### src/hdl/awg_pkg.sv
// Write address generator shared definitions
// Bus widths, payload types, command and beat structs, FSM encodings

`default_nettype none

package awg_pkg;

  //////////////////////////////////////////////////
  // Widths
  //////////////////////////////////////////////////

  localparam int ADDR_W   = 32;           // Byte address
  localparam int DATA_W   = 32;           // Write data bus
  localparam int STRB_W   = DATA_W / 8;   // One strobe per data byte
  localparam int LEN_W    = 8;            // AXI beat count minus one
  localparam int SIZE_W   = 3;            // AXI size code
  localparam int PROT_W   = 3;            // AXI protection bits
  localparam int MAX_SIZE = 2;            // 4 bytes per beat fills the data bus

  //////////////////////////////////////////////////
  // Plain vector types
  //////////////////////////////////////////////////

  typedef logic [ADDR_W-1:0] addr_t;
  typedef logic [DATA_W-1:0] data_t;
  typedef logic [STRB_W-1:0] strb_t;
  typedef logic [LEN_W-1:0]  len_t;       // Beats in burst minus one
  typedef logic [SIZE_W-1:0] size_t;      // log2 of bytes per beat
  typedef logic [PROT_W-1:0] prot_t;

  // AXI burst type encoding
  typedef enum logic [1:0] {
    BURST_FIXED = 2'b00,                  // Same address every beat
    BURST_INCR  = 2'b01,                  // Step by beat size
    BURST_WRAP  = 2'b10,                  // Step and fold inside container
    BURST_RSVD  = 2'b11                   // Not allowed on this port
  } burst_e;

  //////////////////////////////////////////////////
  // Command and beat payloads
  //////////////////////////////////////////////////

  // Command at the FIFO head
  typedef struct packed {
    addr_t  addr;                         // Start address, may be unaligned
    len_t   len;
    size_t  size;
    burst_e burst;
    prot_t  prot;
  } aw_cmd_t;

  // Beat handed to the slave
  typedef struct packed {
    addr_t addr;
    data_t data;
    strb_t strb;
    prot_t prot;
  } wr_beat_t;

  // Burst tracking FSM
  typedef enum logic {
    IDLE,                                 // No burst open, next beat is a first beat
    BURST                                 // Burst open after its first beat
  } beat_state_e;

endpackage

`default_nettype wire

### src/hdl/awg_addr_calc.sv
// Beat address calculator
// Next-beat address for FIXED, INCR and WRAP bursts, purely combinational

`timescale 1ns/1ps
`default_nettype none

module awg_addr_calc
  import awg_pkg::*;
(
  input  aw_cmd_t active_cmd,             // Command of the open burst
  input  addr_t   beat_bytes,             // Bytes per beat
  input  addr_t   wrap_mask,              // Wrap container size minus one
  input  logic    first_beat,             // Beat 0 of a burst
  input  addr_t   prev_addr,              // Address of the last registered beat
  output addr_t   beat_addr
);

  addr_t align_mask;                      // Clears the byte offset inside a beat
  addr_t start_aligned;                   // A
  addr_t step_addr;                       // Previous address plus one beat
  addr_t wrap_base;                       // B, lowest address of the container
  addr_t wrap_fold;                       // Step folded back into the container
  addr_t incr_addr;
  addr_t wrap_addr;

  //////////////////////////////////////////////////
  // Start alignment
  //////////////////////////////////////////////////

  // beat_bytes is a power of two so the mask is a run of ones
  assign align_mask    = ~(beat_bytes - addr_t'(1));
  assign start_aligned = active_cmd.addr & align_mask;

  // Previous beat is already aligned after beat 0
  assign step_addr = prev_addr + beat_bytes;

  //////////////////////////////////////////////////
  // Wrap boundary
  //////////////////////////////////////////////////

  // Container is a power of two sized block holding the aligned start
  assign wrap_base = start_aligned & ~wrap_mask;

  // Carry out of the container is dropped and the base put back
  assign wrap_fold = wrap_base | (step_addr & wrap_mask);

  //////////////////////////////////////////////////
  // Per-burst results
  //////////////////////////////////////////////////

  assign incr_addr = first_beat ? start_aligned : step_addr;
  assign wrap_addr = first_beat ? start_aligned : wrap_fold;

  // Burst type select
  always_comb
  begin
    case (active_cmd.burst)
      BURST_FIXED:
      begin
        beat_addr = active_cmd.addr;      // Unaligned start on every beat
      end
      BURST_WRAP:
      begin
        beat_addr = wrap_addr;
      end
      default:
      begin
        beat_addr = incr_addr;            // INCR, RSVD is trapped upstream
      end
    endcase
  end

endmodule

`default_nettype wire

### src/hdl/awg_beat_ctrl.sv
// Beat controller
// Burst FSM, beat counter, FIFO pop and registered output beat to the slave

`timescale 1ns/1ps
`default_nettype none

module awg_beat_ctrl
  import awg_pkg::*;
(
  input  logic     clk,
  input  logic     reset,
  input  logic     wvalid,                // Master beat present
  input  logic     wlast,                 // Master marks last beat
  input  logic     slave_ready,           // Slave can take a beat
  input  data_t    wdata,
  input  strb_t    wstrb,
  input  prot_t    prot,                  // From the active command
  input  len_t     burst_len,             // Beats minus one
  input  addr_t    beat_addr,             // Computed address of this beat
  output logic     beat_accept,
  output logic     first_beat,
  output logic     cmd_pop,               // One-cycle pulse to the command FIFO
  output logic     wr_valid,
  output wr_beat_t wr_beat
);

  beat_state_e state_q;
  beat_state_e state_d;
  len_t        beat_cnt;                  // Beats already taken in this burst
  logic        last_beat;

  //////////////////////////////////////////////////
  // Accept and burst position
  //////////////////////////////////////////////////

  // Master ready mirrors slave ready, so both must be high
  assign beat_accept = wvalid & slave_ready;
  assign first_beat  = (state_q == IDLE);
  assign last_beat   = (beat_cnt == burst_len);

  // FIFO advances on the edge that ends the accept cycle
  assign cmd_pop = beat_accept & last_beat;

  //////////////////////////////////////////////////
  // Burst FSM
  //////////////////////////////////////////////////

  always_comb
  begin
    state_d = state_q;
    if (beat_accept)
    begin
      state_d = last_beat ? IDLE : BURST;   // Single-beat burst stays in IDLE
    end
  end

  always_ff @(posedge clk or negedge reset)
  begin
    if (!reset)
    begin
      state_q <= IDLE;
    end
    else
    begin
      state_q <= state_d;
    end
  end

  // Beat counter, moves on accept edges only
  always_ff @(posedge clk or negedge reset)
  begin
    if (!reset)
    begin
      beat_cnt <= '0;
    end
    else if (beat_accept)
    begin
      if (last_beat)
      begin
        beat_cnt <= '0;                   // Ready for the next command
      end
      else
      begin
        beat_cnt <= beat_cnt + len_t'(1);
      end
    end
  end

  //////////////////////////////////////////////////
  // Output beat register
  //////////////////////////////////////////////////

  // Valid follows the master only when the slave is free
  always_ff @(posedge clk or negedge reset)
  begin
    if (!reset)
    begin
      wr_valid <= 1'b0;
    end
    else if (slave_ready)
    begin
      wr_valid <= wvalid;
    end
  end

  // Payload loads on accept and holds through a stall
  always_ff @(posedge clk)
  begin
    if (beat_accept)
    begin
      wr_beat.addr <= beat_addr;
      wr_beat.data <= wdata;
      wr_beat.strb <= wstrb;
      wr_beat.prot <= prot;
    end
  end

  //////////////////////////////////////////////////
  // Protocol checks
  //////////////////////////////////////////////////

  // Master's last flag must match the command's beat count
  a_wlast_match: assert property (@(posedge clk) disable iff (!reset)
    beat_accept |-> (wlast == last_beat))
    else $error("wlast disagrees with burst length");

endmodule

`default_nettype wire

### src/hdl/awg_burst_reg.sv
// Burst command register
// Holds the open burst's command and decodes beat size and wrap container

`timescale 1ns/1ps
`default_nettype none

module awg_burst_reg
  import awg_pkg::*;
(
  input  logic    clk,
  input  logic    reset,
  input  logic    beat_accept,            // Beat taken this cycle
  input  logic    first_beat,             // No burst open yet
  input  aw_cmd_t cmd_head,               // FIFO head
  output aw_cmd_t active_cmd,
  output addr_t   beat_bytes,             // Bytes per beat
  output addr_t   wrap_mask               // Wrap container size minus one
);

  aw_cmd_t cmd_q;                         // Copy of the open burst's command
  size_t   eff_size;                      // Size code clamped to the data bus
  addr_t   beat_total;                    // Bytes in the whole burst

  //////////////////////////////////////////////////
  // Command latch
  //////////////////////////////////////////////////

  // Head is captured with the first beat, FIFO may advance afterwards
  always_ff @(posedge clk)
  begin
    if (beat_accept && first_beat)
    begin
      cmd_q <= cmd_head;
    end
  end

  // First beat steers straight from the head
  assign active_cmd = first_beat ? cmd_head : cmd_q;

  //////////////////////////////////////////////////
  // Size and container decode
  //////////////////////////////////////////////////

  assign eff_size = (active_cmd.size > size_t'(MAX_SIZE)) ? size_t'(MAX_SIZE)
                                                           : active_cmd.size;

  assign beat_bytes = addr_t'(1) << eff_size;                      // 1, 2 or 4
  assign beat_total = (addr_t'(active_cmd.len) + addr_t'(1)) << eff_size;
  assign wrap_mask  = beat_total - addr_t'(1);  // Power of two for legal WRAP

  //////////////////////////////////////////////////
  // Command checks
  //////////////////////////////////////////////////

  // Beat wider than the data bus cannot be carried
  a_size_fits: assert property (@(posedge clk) disable iff (!reset)
    beat_accept |-> active_cmd.size <= size_t'(MAX_SIZE))
    else $error("burst size code above data width");

  // Reserved burst type has no address rule
  a_no_rsvd: assert property (@(posedge clk) disable iff (!reset)
    beat_accept |-> active_cmd.burst != BURST_RSVD)
    else $error("reserved burst type accepted");

  // WRAP needs 2, 4, 8 or 16 beats
  a_wrap_len: assert property (@(posedge clk) disable iff (!reset)
    (beat_accept && active_cmd.burst == BURST_WRAP) |->
      active_cmd.len inside {len_t'(1), len_t'(3), len_t'(7), len_t'(15)})
    else $error("illegal WRAP burst length");

endmodule

`default_nettype wire

### src/hdl/awg_write_top.sv
// Write address generator top level
// Joins the command register, address calculator and beat controller

`timescale 1ns/1ps
`default_nettype none

module awg_write_top
  import awg_pkg::*;
(
  input  logic     clk,
  input  logic     reset,
  input  aw_cmd_t  cmd_head,              // FIFO head, valid while a burst waits
  output logic     cmd_pop,
  input  logic     wvalid,
  input  data_t    wdata,
  input  strb_t    wstrb,
  input  logic     wlast,
  output logic     wready,
  output wr_beat_t wr_beat,
  output logic     wr_valid,
  input  logic     slave_ready
);

  logic    beat_accept;
  logic    first_beat;
  aw_cmd_t active_cmd;
  addr_t   beat_bytes;
  addr_t   wrap_mask;
  addr_t   beat_addr;

  // No buffering on the data path, master sees slave ready directly
  assign wready = slave_ready;

  awg_burst_reg awg_burst_reg_i (
    .clk         (clk),
    .reset       (reset),
    .beat_accept (beat_accept),
    .first_beat  (first_beat),
    .cmd_head    (cmd_head),
    .active_cmd  (active_cmd),
    .beat_bytes  (beat_bytes),
    .wrap_mask   (wrap_mask)
  );

  awg_addr_calc awg_addr_calc_i (
    .active_cmd (active_cmd),
    .beat_bytes (beat_bytes),
    .wrap_mask  (wrap_mask),
    .first_beat (first_beat),
    .prev_addr  (wr_beat.addr),           // Registered address feeds back
    .beat_addr  (beat_addr)
  );

  awg_beat_ctrl awg_beat_ctrl_i (
    .clk         (clk),
    .reset       (reset),
    .wvalid      (wvalid),
    .wlast       (wlast),
    .slave_ready (slave_ready),
    .wdata       (wdata),
    .wstrb       (wstrb),
    .prot        (active_cmd.prot),
    .burst_len   (active_cmd.len),
    .beat_addr   (beat_addr),
    .beat_accept (beat_accept),
    .first_beat  (first_beat),
    .cmd_pop     (cmd_pop),
    .wr_valid    (wr_valid),
    .wr_beat     (wr_beat)
  );

endmodule

`default_nettype wire

### config.mk
export PLATFORM = sky130hd
export DESIGN_NAME = awg_write_top
export DESIGN_NICKNAME = d
export VERILOG_FILES = /design/src/hdl/awg_pkg.sv /design/src/hdl/awg_addr_calc.sv /design/src/hdl/awg_beat_ctrl.sv /design/src/hdl/awg_burst_reg.sv /design/src/hdl/awg_write_top.sv
export SDC_FILE = /design/constraint.sdc
export NUM_CORES = 1
export LEC_CHECK = 0
export ABC_AREA = 1
export BUFFER_PORTS_ARGS = -buffer_cell sky130_fd_sc_hd__buf_2
export CAP_MARGIN = 15
export CELL_PAD_IN_SITES_DETAIL_PLACEMENT = 1
export CELL_PAD_IN_SITES_GLOBAL_PLACEMENT = 2
export CORE_UTILIZATION = 30
export DETAILED_ROUTE_END_ITERATION = 6
export MAX_ROUTING_LAYER = met4
export PLACE_DENSITY = 0.89
export SLEW_MARGIN = 5
export SYNTH_ARGS = -nofsm -noshare
export SYNTH_HDL_FRONTEND = slang
export SYNTH_SLANG_ARGS = --single-unit
### constraint.sdc
create_clock -name clk -period 3.9 [get_ports clk]
set_input_delay 0.78 -clock clk [delete_from_list [all_inputs] [get_ports clk]]
set_output_delay 0.78 -clock clk [all_outputs]
set_load 0.02 [all_outputs]
; ---- Word-level counts from Yosys, hierarchy flattened
; Index checks and enable logic that the tools add are counted.
[totals]
regBits = 129
in_bits = 89
wordCells = 40
[op_classes]
add_sub_neg = 5
magnitude_cmp = 1
eq_ne = 2
shifts = 2
n_mux = 7
n_bitwise = 9
reduce_logical = 2
[ops]
columns = operator, count
row1 = $and A32 B32 Y32, 3
row2 = $mux W32, 2
row3 = $not A32 Y32, 2
row4 = $pmux W32 S2, 1
row5 = $sub A32 B1 Y32 const B, 2
row6 = $mux W48, 1
row7 = $add A32 B32 Y32, 1
row8 = $or A32 B32 Y32, 1
row9 = $shl A1 B3 Y32 const A, 1
row10 = $shl A32 B3 Y32, 1
row11 = $add A8 B1 Y9 const B, 1
row12 = $add A8 B1 Y8 const B, 1
row13 = $eq A8 B8 Y1, 1
row14 = $mux W8, 1
row15 = $gt A3 B2 Y1 const B, 1
row16 = $mux W3, 1
row17 = $and A1 B1 Y1, 2
row18 = $eq A2 B2 Y1 const B, 1
row19 = $logic_not A2 Y1, 1
row20 = $logic_and A1 B1 Y1, 1
row21 = $mux W1, 1
row22 = $not A1 Y1, 1

; ---- Longest topological paths before layout
; Gate-level depths: netlist of run 1.
[depth]
word_depth = 11
ltp_mapped = 23
ltp_nobuf = 22

; ---- Hierarchy
; A second synthesis of run 1 with hierarchy kept.
[unflattened]
hier_cells = 1337
area_unflattened_um2 = 9914.5
[by_module_without_submodules]
columns = mod, n_inst, cells_each, area_per_inst_um2, seq_area_each_um2
row1 = awg_addr_calc, 1, 749, 3754.9, 0.0
row2 = awg_burst_reg, 1, 417, 3284.4, 1441.4
row3 = awg_beat_ctrl, 1, 170, 2867.8, 2382.3
row4 = awg_write_top, 1, 1, 7.5, 0.0

; ---- Worst setup path after synthesis of run 1
; Ideal clock, no wire load.
[synth_path]
path_type = flip-flop to flip-flop
startpoint = register awg_beat_ctrl_i.state_q
endpoint = register awg_burst_reg_i.cmd_q[0] (netlist name) (enable)
setup_ns = 0.454
arrival_ns = 3.326
required_time_ns = 3.446
setup_slack_ns = 0.120
path_stages_with_launch = 7
n_path_buf = 5
period_less_slack_ns = 3.780
path_cell_list = dfrtp_1 > buf_6 > buf_4 > clkbuf_1 > clkbuf_1 > clkbuf_1 > nor2_1
[synth_via]
elab_chain_len = 2
[synth_rtl]
columns = element, line_no
row1 = from (decl), awg_beat_ctrl.sv:27  ; beat_state_e state_q;
row2 = from (signal assigned), awg_beat_ctrl.sv:65  ; state_q <= state_d;
row3 = $not A1 Y1, awg_beat_ctrl.sv:38  ; assign first_beat = (state_q == IDLE);
row4 = $logic_and A1 B1 Y1, awg_burst_reg.sv:31  ; if (beat_accept && first_beat)
row5 = to (signal assigned), awg_burst_reg.sv:33  ; cmd_q <= cmd_head;
row6 = to (decl), awg_burst_reg.sv:20  ; aw_cmd_t cmd_q;
; Every way passes these cells.
; A chain may end at the register's enable or synchronous reset.

; ---- Worst setup path after layout of run 1
[layout_path]
startpoint = register awg_beat_ctrl_i.state_q
endpoint = register, netlist name awg_beat_ctrl_i.wr_beat[55]
[layout_via]
elab_chain_len = 11
word_cells_on_any_way = 20
[layout_rtl]
columns = element, line_no
row1 = branches (longest 10 deep; another with $sub A32 B1 Y32), --
row2 = $pmux W32 S2 *, awg_addr_calc.sv:57  ; case (active_cmd.burst)
row3 = via awg_addr_calc_i.beat_addr[16], awg_addr_calc.sv:15  ; output addr_t beat_addr
; Mark *: on every way through the listed nets, which the timed path passes.

==> impl_metrics.py, run 1 <==
metrics = {
    "status": {
        "status": "completed",
    },
    "critical_path": {
        "cp_slowest_cell": "dfrtp_4",
        "arrival_ps": 3640,
        "critical_path_required_ps": 4060,
        "rr_startpoint": "awg_beat_ctrl_i.state_q",
        "critical_path.top_delay_family": "simple AND/OR/NAND/NOR gates",
        "path_class": "reg2reg",
        "crit_path_max_incr_delay_ps": 540,
        "timing.rr.end": "awg_beat_ctrl_i.wr_beat[55]",
        "critical_path.max_fanout": 10,
        "end_kind": "register",
        "reg2regPathDepth": 16,
        "r2r_slack_ps": 420,
        "crit_path_cell_trace": "buf_4 -> o21ai_2 -> inv_2 -> nor2_8 -> inv_2 -> fa_1 -> inv_1 -> nand4_1 -> nand2_1 -> nand2_1 -> nand2_2 -> nand2_1 -> xor2_1 -> or2_0 -> a21oi_1 -> o21ai_1",
        "crit_top_cell": "nand2_1",
        "start_kind": "register",
        "worst-path-buf-inv": 4,
    },
    "floorplanning": {
        "die_h_um": 167,
        "initial_utilization_pct": 30.4,
        "die_width_um": 167,
        "fp-row-count": 60,
        "fp.dieArea_um2": 27900,
        "io_pins": 163,
        "core_area_um2": 26900,
    },
    "pwr": {
        "power_w": 0.00462,
        "ir_drop_v": 0.000225,
        "powerDensity_nw_per_um2": 462,
        "cellLeakagePower_nw": 4.41,
    },
    "grt": {
        "gr-usage-met1_pct": 24.3,
        "grt_pass1_vias": 7807,
        "grt_usage_pct": 19.5,
        "grt_util_met2_pct": 32.6,
        "grt_max_degree": 76,
        "grt_pass1_wl_mm": 41.3,
        "grt_overflow_total": 0,
        "gr-usage-met3_pct": 3.26,
        "antenna_found_initial": 3,
        "grt.busiest_layer": "met2",
    },
    "yosys": {
        "netlist_area_um2": 8180,
        "synth_warnings": 0,
        "synth_enable_flop_cells": 119,
        "ys_ff_latch": 129,
        "synth.area.top_cells": "edfxtp_1 44%, nand2_1 12%, nand3_1 4.8%",
        "synth_top_area_cell": "edfxtp_1",
        "yosysUniqueCellTypes": 50,
        "ys_seq_area_share_pct": 46.8,
        "postSynthAreaPerCell_um2": 8.52,
        "async_flop_share_pct": 7.75,
        "netlist_instances": 959,
        "synthFlopType": "edfxtp_1",
        "synth_top_area_share_pct": 43.7,
    },
    "cts": {
        "insertion_delay_ps": 420,
        "path_clk_slew_ps": 70,
        "cts_tree": "built",
        "htreeDepth": 4,
        "cts_made_buffers": 17,
        "numClockSinks": 129,
        "cts_root_buf": "clkbuf_16",
        "cts_buffer_depth": 2,
    },
    "timing": {
        "period_minus_slack_ps": 3480,
        "slew_headroom_pct": 32.1,
        "report.final.slew_viol_count": 0,
        "setup_viol_count_final": 0,
        "max_freq_mhz": 288,
        "fin_setup_tns_ps": 0,
        "hold_viol": 0,
        "tightest_slew_ps": 1020,
        "timing.final.crit_share_pct": 89.1,
        "rsz0062_at_grt": "no",
        "clock_skew_ps": 12.4,
    },
    "routing": {
        "wl_per_cell_um": 17.3,
        "drt_iter0_drc": 304,
        "drt-total-wl_mm": 25.7,
        "num_vias": 7275,
        "dr.pass1.iters": 4,
        "drc": 0,
        "ant_nets": 0,
        "routed_via_density": 4.90,
    },
    "placement": {
        "dp_hpwl_mm": 18.6,
        "place_inst": 1448,
        "port_buffers": 161,
        "gp_congestion": 0.855,
    },
    "cells_and_area": {
        "fin_nets": 1230,
        "layout-drive-gt1-share_pct": 26.7,
        "layout.cells.non_filler": 1485,
        "areaGrowthSynthToFinish_pct": 22.2,
        "fill_cells": 3209,
    },
    "run": {
        "cap_violations": 0,
    },
    "min_path": {
        "hold_path_class": "in2async",
    },
}
[routing by layer]
metal	part of all wire [%]	routed length, um
met2	48	12400
met4	1.0	257
met3	3.9	988
met5	0	0
met1	47	12000
[registers in the layout, indices dropped and copies added, names as in the netlist]
signal                    flops
awg_beat_ctrl_i.beat_cnt      8
awg_beat_ctrl_i.state_q       1
awg_beat_ctrl_i.wr_beat      71
awg_beat_ctrl_i.wr_valid      1
awg_burst_reg_i.cmd_q        48
[synth_stat cells (2+ instances only)]
cell / n
a21boi_0: 2
a21oi_1: 35
a31oi_1: 6
buf_1: 2
buf_2: 2
buf_4: 3
buf_6: 5
clkbuf_1: 16
conb_1: 2
dfrtp_1: 10
edfxtp_1: 119
ha_1: 12
inv_1: 93
inv_2: 6
mux2i_1: 2
nand2_1: 254
nand2_2: 27
nand2_4: 7
nand3_1: 78
nand3_2: 14
nand3b_1: 8
nand4_1: 17
nor2_1: 64
nor2_2: 5
nor2_4: 5
nor2_8: 3
nor3_1: 15
nor4_1: 8
o211ai_1: 16
o211ai_2: 5
o21ai_0: 46
o21ai_1: 5
o21ai_2: 2
or2_2: 16
xnor2_1: 11
xor2_1: 24
[worst register-to-register path, stage by stage (launching register included)]
cell and delay, ps:
dfrtp_4 540, buf_4 190, o21ai_2 290, inv_2 110, nor2_8 210, inv_2 80
fa_1 430, inv_1 110, nand4_1 130, nand2_1 160, nand2_1 80, nand2_2 190
nand2_1 110, xor2_1 180, or2_0 210, a21oi_1 120, o21ai_1 80
[worst max-delay path by stage]
stage / start / to / cells past startpoint
2_1_floorplan: awg_beat_ctrl_i.state_q / awg_burst_reg_i.cmd_q[0] / 6
3_3_place_gp: cmd_head[6] / awg_beat_ctrl_i.wr_beat[55] / 19
3_5_place_dp: cmd_head[6] / awg_beat_ctrl_i.wr_beat[55] / 19
4_1_cts: awg_beat_ctrl_i.state_q / awg_beat_ctrl_i.wr_beat[54] / 21
5_1_grt: awg_beat_ctrl_i.state_q / awg_beat_ctrl_i.wr_beat[54] / 21
6_report: awg_beat_ctrl_i.state_q / awg_beat_ctrl_i.wr_beat[55] / 16
[layout make-up]
class	instances	area (um2)	area share (%)
sequential	129	3830	38.3
multi-input combinational	705	3810	38.2
inverter	102	393	3.93
clock buffer	17	425	4.26
timing repair buffer	173	908	9.09
clock inverter	15	188	1.88
antenna	3	7.51	0.0751
tap	341	427	4.27
[where the power goes]
part           leakage, nW  internal (W)  switching [W]  total (W)
Clock                0.295      0.000874       0.000789    0.00166
Sequential            1.22       0.00166       0.000103    0.00176
Combinational         2.90      0.000400       0.000792    0.00119
[cells by family after synthesis]
family,count (synthesis),synth area share [%]
AOI/OAI and AO/OA,122,8.86
and+or+nand+nor,525,31.2
other,2,0.0919
muxes,2,0.245
xor gates and xnor gates,35,3.75
adders and majority gates,13,2.08
buffers and inverters,131,6.96
DFF,129,46.8
[timing repair]
| action | CTS | global route |
|---|---|---|
| setup buffers | 0 | 2 |
| endpoints found under the setup margin | 0 | 1 |
| hold buffers | 0 | 0 |
| gates resized for setup | 0 | 1 |
[per-stage QoR]
| step | area (um2) | worst slack [ps] | utilization [%] | hold WS (ps) |
|---|---|---|---|---|
| 6_report | 9990 | 425 | 37.2 | 212 |
| 5_1_grt | 9990 | 117 | 37.2 | 220 |
| 4_1_cts | 9970 | 312 | 37.1 | 202 |
| 3_5_place_dp | 9350 | 252 | 34.8 | 525 |
| 3_3_place_gp | 9350 | 329 | 34.8 | 511 |
| 2_1_floorplan | 8200 | 120 | - | 484 |
[layout by cell type, fill, tap and decap left out, types with 6 or more instances in the layout]
cell,n
a21oi_1,35
a31oi_1,6
buf_2,161
buf_4,11
clkbuf_16,17
clkinv_8,6
conb_1,8
dfrtp_1,9
edfxtp_1,119
ha_1,12
inv_1,92
inv_2,7
inv_8,6
nand2_1,254
nand2_2,27
nand2_4,7
nand3_1,78
nand3_2,14
nand3b_1,8
nand4_1,17
nor2_1,62
nor2_2,6
nor2_4,6
nor3_1,15
nor4_1,8
o211ai_1,16
o21ai_0,46
or2_2,16
xnor2_1,11
xor2_1,24
Power figures use the tool's default switching activity.
==> run 2: changes to the inputs <==
--- a/config.mk
+++ b/config.mk
@@ -8,12 +8,10 @@
 export ABC_AREA = 1
 export BUFFER_PORTS_ARGS = -buffer_cell sky130_fd_sc_hd__buf_2
 export CAP_MARGIN = 15
-export CELL_PAD_IN_SITES_DETAIL_PLACEMENT = 1
-export CELL_PAD_IN_SITES_GLOBAL_PLACEMENT = 2
-export CORE_UTILIZATION = 30
+export CORE_UTILIZATION = 45
 export DETAILED_ROUTE_END_ITERATION = 6
 export MAX_ROUTING_LAYER = met4
-export PLACE_DENSITY = 0.89
+export PLACE_DENSITY = 0.79
 export SLEW_MARGIN = 5
 export SYNTH_ARGS = -nofsm -noshare
 export SYNTH_HDL_FRONTEND = slang
==> constraint.sdc (replaced) <==
create_clock -name clk -period 3.4 [get_ports clk]
set_input_delay 0.68 -clock clk [delete_from_list [all_inputs] [get_ports clk]]
set_output_delay 0.68 -clock clk [all_outputs]
set_load 0.02 [all_outputs]
==> impl_metrics.py, run 2 (synthesis gave the netlist of run 1 again) <==
metrics = {
    "status": {
        "status": "completed",
    },
    "routing": {
        "drc": 0,
        "routed_via_density": 5.27,
        "dr.pass1.iters": 7,
        "drt_iter0_drc": 514,
        "num_vias": 7247,
        "wl_per_cell_um": 15.7,
        "drt-total-wl_mm": 21.7,
        "ant_nets": 0,
    },
    "cells_and_area": {
        "register_area_um2": 3830,
        "largest_reg_flops": 71,
        "post-route-util_pct": 56.6,
        "reg_top3": "awg_beat_ctrl_i.wr_beat x71, awg_burst_reg_i.cmd_q x48, awg_beat_ctrl_i.beat_cnt x8",
        "final_cell_mix": "252 x nand2_1, 161 x buf_2, 119 x edfxtp_1, 92 x inv_1, 78 x nand3_1",
        "largest_register": "awg_beat_ctrl_i.wr_beat",
        "multi_input_area_um2": 3840,
        "layout-drive-gt1-share_pct": 27.6,
        "fin_nets": 1240,
        "fill_cells": 1601,
        "areaGrowthSynthToFinish_pct": 21.4,
        "mostFrequentLayoutCell": "nand2_1",
        "n_antenna_cell": 0,
    },
    "floorplanning": {
        "io_pins": 163,
        "die_h_um": 137,
        "initial_utilization_pct": 46.6,
        "die_width_um": 137,
        "fp.dieArea_um2": 18700,
        "core_area_um2": 17500,
        "fp-row-count": 48,
    },
    "cts": {
        "cts_root_buf": "clkbuf_16",
        "insertion_delay_ps": 430,
        "cts_buffer_depth": 2,
        "path_clk_slew_ps": 60,
        "htreeDepth": 4,
        "cts_hold_buf": 0,
        "numClockSinks": 129,
        "cts_made_buffers": 17,
        "cts_tree": "built",
    },
    "critical_path": {
        "r2r_slack_ps": 220,
        "end_kind": "register",
        "arrival_ps": 3350,
        "crit_path_cell_trace": "buf_4 -> o21ai_2 -> inv_2 -> nor2_8 -> buf_4 -> ha_1 -> nand2_1 -> inv_1 -> o21ai_0 -> nand2_1 -> nand2_1 -> nand2_1 -> nand2_2 -> nor2_1 -> xor2_1 -> nand3_1 -> nand3_1 -> o211ai_1",
        "reg2regPathDepth": 18,
        "critical_path.top_delay_family": "simple AND/OR/NAND/NOR gates",
        "rr_startpoint": "awg_beat_ctrl_i.state_q",
        "crit_path_max_incr_delay_ps": 550,
        "crit_top_cell": "nand2_1",
        "start_kind": "register",
        "worst-path-buf-inv": 4,
        "timing.rr.end": "awg_beat_ctrl_i.wr_beat[56]",
        "path_class": "reg2reg",
        "critical_path_required_ps": 3560,
        "cp_slowest_cell": "dfrtp_4",
        "critical_path.max_fanout": 9,
    },
    "pwr": {
        "powerDensity_nw_per_um2": 524,
        "power_w": 0.00520,
        "cellLeakagePower_nw": 4.45,
        "ir_drop_v": 0.000386,
    },
    "timing": {
        "report.final.slew_viol_count": 0,
        "timing.hold.ws_ps": 101,
        "fin_ws_ps": 216,
        "fin_setup_tns_ps": 0,
        "rsz0062_at_grt": "yes",
        "hold_viol": 0,
        "setup_viol_count_final": 0,
        "period_minus_slack_ps": 3180,
        "tightest_slew_ps": 687,
        "slew_headroom_pct": 54.2,
        "max_freq_mhz": 314,
        "clock_skew_ps": 9.44,
        "timing.final.crit_share_pct": 93.7,
    },
    "grt": {
        "grt_util_met2_pct": 40.4,
        "grt_pass1_vias": 6966,
        "grt_usage_pct": 24.9,
        "gr-usage-met1_pct": 30.6,
        "grt_pass1_wl_mm": 34.1,
        "antenna_found_initial": 0,
        "grt.busiest_layer": "met2",
        "grt_max_degree": 76,
        "grt_overflow_total": 0,
        "gr-usage-met3_pct": 6.15,
    },
    "placement": {
        "gp_congestion": 0.884,
        "dp_worst_setup_slack_ps": 64.9,
        "port_buffers": 161,
        "dp_hpwl_mm": 15.6,
    },
    "min_path": {
        "hold_path_class": "in2async",
    },
    "run": {
        "cap_violations": 0,
    },
}
run 2: changes by cell type in the layout (fill, tap and decap cells not counted), moves of 2 or more:
cell,previous run,this run
buf_4,11,20
clkinv_8,6,0
clkinv_4,0,5
inv_8,6,2
diode_2,3,0
bufinv_16,0,2
nand2_1,254,252
run 2: per-stage QoR:
step | instance area, um2 | cells
2_1_floorplan | 8200 | 965
6_report | 9920 | 1376
5_1_grt | 9920 | 1376
3_5_place_dp | 9270 | 1339
4_1_cts | 9860 | 1371
3_3_place_gp | 9270 | 1339
run 2: area by class of cell:
cell class / instances / area share (%)
clock inverter: 14 / 1.58
tap: 225 / 2.84
sequential: 129 / 38.6
clock buffer: 18 / 4.32
inverter: 102 / 3.96
multi-input combinational: 705 / 38.7
timing repair buffer: 183 / 10.0
run 2: worst max-delay path by stage:
stage	startpoint	to	slack (ps)	cells after the start
6_report	awg_beat_ctrl_i.state_q	awg_beat_ctrl_i.wr_beat[56]	220	18
5_1_grt	awg_beat_ctrl_i.state_q	awg_beat_ctrl_i.wr_beat[55]	2	18
4_1_cts	awg_beat_ctrl_i.state_q	awg_beat_ctrl_i.wr_beat[57]	210	18
3_5_place_dp	cmd_head[6]	awg_beat_ctrl_i.wr_beat[55]	60	19
3_3_place_gp	cmd_head[6]	awg_beat_ctrl_i.wr_beat[55]	130	19
2_1_floorplan	wvalid	awg_beat_ctrl_i.beat_cnt[6]	-10	8
run 2: report_power, final:
part | switching (W) | total (W) | internal, W
combinational | 0.000878 | 0.00136 | 0.000477
clock | 0.000744 | 0.00183 | 0.00109
sequential | 0.000111 | 0.00201 | 0.00190
total | 0.00173 | 0.00520 | 0.00347
run 2: metal layers:
layer  part of all wire (%)  vias to the layer above
li1                       -                     3600
met1                     43                     3327
met2                     48                      293
met3                    7.7                       27
met4                    1.7                        0
met5                      0                        -
run 2: worst reg2reg max path: stages (launching register included):
cell,delay [ps]
dfrtp_4,550
buf_4,170
o21ai_2,240
inv_2,100
nor2_8,120
buf_4,180
ha_1,250
nand2_1,70
inv_1,30
o21ai_0,150
nand2_1,150
nand2_1,120
nand2_1,110
nand2_2,130
nor2_1,60
xor2_1,200
nand3_1,110
nand3_1,100
o211ai_1,80
run 2: timing repair:
item                                    4_1_cts  5_1_grt
gates resized for setup                       0        9
setup buffers                                 0        5
endpoints found under the setup margin        0        5
==> run 3: changes to the inputs <==
--- a/config.mk
+++ b/config.mk
@@ -8,10 +8,12 @@
 export ABC_AREA = 1
 export BUFFER_PORTS_ARGS = -buffer_cell sky130_fd_sc_hd__buf_2
 export CAP_MARGIN = 15
-export CORE_UTILIZATION = 45
+export CELL_PAD_IN_SITES_DETAIL_PLACEMENT = 1
+export CELL_PAD_IN_SITES_GLOBAL_PLACEMENT = 1
+export CORE_UTILIZATION = 42
 export DETAILED_ROUTE_END_ITERATION = 6
 export MAX_ROUTING_LAYER = met4
-export PLACE_DENSITY = 0.79
+export PLACE_DENSITY = 0.93
 export SLEW_MARGIN = 5
 export SYNTH_ARGS = -nofsm -noshare
 export SYNTH_HDL_FRONTEND = slang
==> impl_metrics.py, run 3 (synthesis gave the netlist of run 1 again) <==
metrics = {
    "critical_path": {
        "crit_path_cell_trace": "buf_4 -> buf_4 -> nand2_2 -> nand2_4 -> xor2_1 -> nor3_1 -> nand4_1 -> nor2_1 -> buf_2",
        "cp_slowest_cell": "dfrtp_4",
        "start_kind": "register",
        "path_class": "reg2out",
        "arrival_ps": 2590,
        "crit_path_max_incr_delay_ps": 570,
        "critical_path_required_ps": 2720,
        "end_kind": "primary output",
        "crit_top_cell": "buf_4",
        "critical_path.max_fanout": 8,
    },
    "routing": {
        "drt_iter0_drc": 478,
        "ant_nets": 0,
        "wl_per_cell_um": 18.4,
        "routed_via_density": 5.38,
        "drt-total-wl_mm": 26.1,
        "drc": 0,
        "dr.pass1.iters": 5,
        "num_vias": 7615,
    },
    "cells_and_area": {
        "fin_nets": 1241,
        "fill_cells": 2334,
        "post-route-util_pct": 53.0,
        "areaGrowthSynthToFinish_pct": 22.4,
        "final_cell_mix": "253 x nand2_1, 161 x buf_2, 119 x edfxtp_1, 92 x inv_1, 78 x nand3_1",
        "largest_register": "awg_beat_ctrl_i.wr_beat",
        "reg_top3": "awg_beat_ctrl_i.wr_beat x71, awg_burst_reg_i.cmd_q x48, awg_beat_ctrl_i.beat_cnt x8",
        "layout-drive-gt1-share_pct": 27.8,
        "mostFrequentLayoutCell": "nand2_1",
        "largest_reg_flops": 71,
    },
    "pwr": {
        "powerDensity_nw_per_um2": 542,
        "clockPowerShare_pct": 36.3,
        "internal_power_w": 0.00356,
        "ir_drop_v": 0.000317,
        "p_switching_w": 0.00186,
        "switching_share_pct": 34.4,
        "pwr-share-seq_pct": 37.3,
        "cellLeakagePower_nw": 4.49,
        "p_comb_share_pct": 26.4,
    },
    "grt": {
        "grt_usage_pct": 27.6,
        "grt_overflow_total": 0,
        "grt_pass1_vias": 8163,
        "grt_pass1_wl_mm": 41.2,
        "antenna_found_initial": 3,
        "grt_max_degree": 60,
    },
    "floorplanning": {
        "core_area_um2": 18900,
        "fp.dieArea_um2": 20000,
        "die_width_um": 142,
        "initial_utilization_pct": 43.3,
        "fp-row-count": 50,
        "io_pins": 163,
        "die_h_um": 142,
    },
    "placement": {
        "gp_congestion": 0.909,
        "port_buffers": 161,
        "dp_hpwl_mm": 18.6,
    },
    "timing": {
        "fin_setup_tns_ps": 0,
        "hold_viol": 0,
        "slew_headroom_pct": 52.5,
        "rsz0062_at_grt": "yes",
        "max_freq_mhz": 306,
        "tightest_slew_ps": 713,
        "clock_skew_ps": 15.3,
        "setup_viol_count_final": 0,
        "period_minus_slack_ps": 3270,
        "report.final.slew_viol_count": 0,
        "timing.final.crit_share_pct": 96.1,
    },
    "cts": {
        "path_clk_slew_ps": 70,
        "cts_tree": "built",
        "numClockSinks": 129,
        "cts_root_buf": "clkbuf_16",
        "cts_hold_buf": 0,
        "htreeDepth": 4,
        "cts_buffer_depth": 2,
        "insertion_delay_ps": 440,
        "cts_made_buffers": 17,
    },
    "status": {
        "status": "completed",
    },
    "min_path": {
        "hold_path_class": "in2async",
    },
    "run": {
        "cap_violations": 0,
    },
}
-- run 3: timing repair --
item                                    4_1_cts  5_1_grt
endpoints found under the setup margin        0       14
gates resized for setup                       0        7
setup buffers                                 0        3
-- run 3: worst paths after layout --
| check | from | endpoint | depth (start not counted) | slack (ps) |
|---|---|---|---|---|
| min | reset | awg_beat_ctrl_i.beat_cnt[7] | 1 | 100 |
| max in group asynchronous | reset | awg_beat_ctrl_i.state_q | 1 | 3070 |
| max reg2reg | awg_beat_ctrl_i.state_q | awg_beat_ctrl_i.wr_beat[61] | 17 | 160 |
| min in group clk | wdata[2] | awg_beat_ctrl_i.wr_beat[9] | 1 | 420 |
| min reg2reg | awg_beat_ctrl_i.wr_valid | awg_beat_ctrl_i.wr_valid | 2 | 530 |
| max | awg_beat_ctrl_i.state_q | cmd_pop | 9 | 130 |
-- run 3: routing by layer --
| layer | global-route usage [%] | wire, um | vias to the layer above |
|---|---|---|---|
| li1 | - | - | 3591 |
| met4 | 9.34 | 490 | 0 |
| met2 | 47.5 | 13400 | 278 |
| met3 | 6.11 | 1650 | 49 |
| met1 | 31.8 | 10500 | 3697 |
| met5 | - | 0 | - |
-- run 3: area by class of cell --
| type | count | area (um2) | area share (%) |
|---|---|---|---|
| timing repair buffer | 184 | 991 | 9.90 |
| multi-input combinational | 705 | 3840 | 38.4 |
| clock buffer | 17 | 425 | 4.25 |
| sequential | 129 | 3830 | 38.3 |
| antenna | 3 | 7.51 | 0.0750 |
| clock inverter | 15 | 198 | 1.98 |
| inverter | 102 | 393 | 3.93 |
| tap | 260 | 325 | 3.25 |
-- run 3: power by group through the flow --
stage,logic [W],clock network [W],registers (W)
after floorplan,0.000903,0,0.00210
after global placement,0.00130,0,0.00205
after detailed placement,0.00137,0,0.00205
after CTS,0.00140,0.00199,0.00202
after global routing,0.00158,0.00204,0.00204
final,0.00143,0.00197,0.00202
-- run 3: metrics by stage --
step | std cells | area, um2 | worst slack (ps) | power (W) | hold WS, ps
finish | 1415 | 10000 | 132 | 0.00542 | 98.2
global route | 1415 | 10000 | -29.0 | 0.00566 | 109
CTS | 1409 | 9950 | 54.8 | 0.00542 | 97.1
detailed placement | 1377 | 9330 | 14.6 | 0.00342 | 522
global placement | 1377 | 9330 | 122 | 0.00335 | 505
floorplan | 965 | 8200 | -10.9 | 0.00300 | 384
-- run 3: critical path, delay by kind of cell, from the launching register on --
kind,cells,cell delay (ps)
simple gates,5,850
buf+inv,3,570
flops,1,570
xor+xnor,1,160
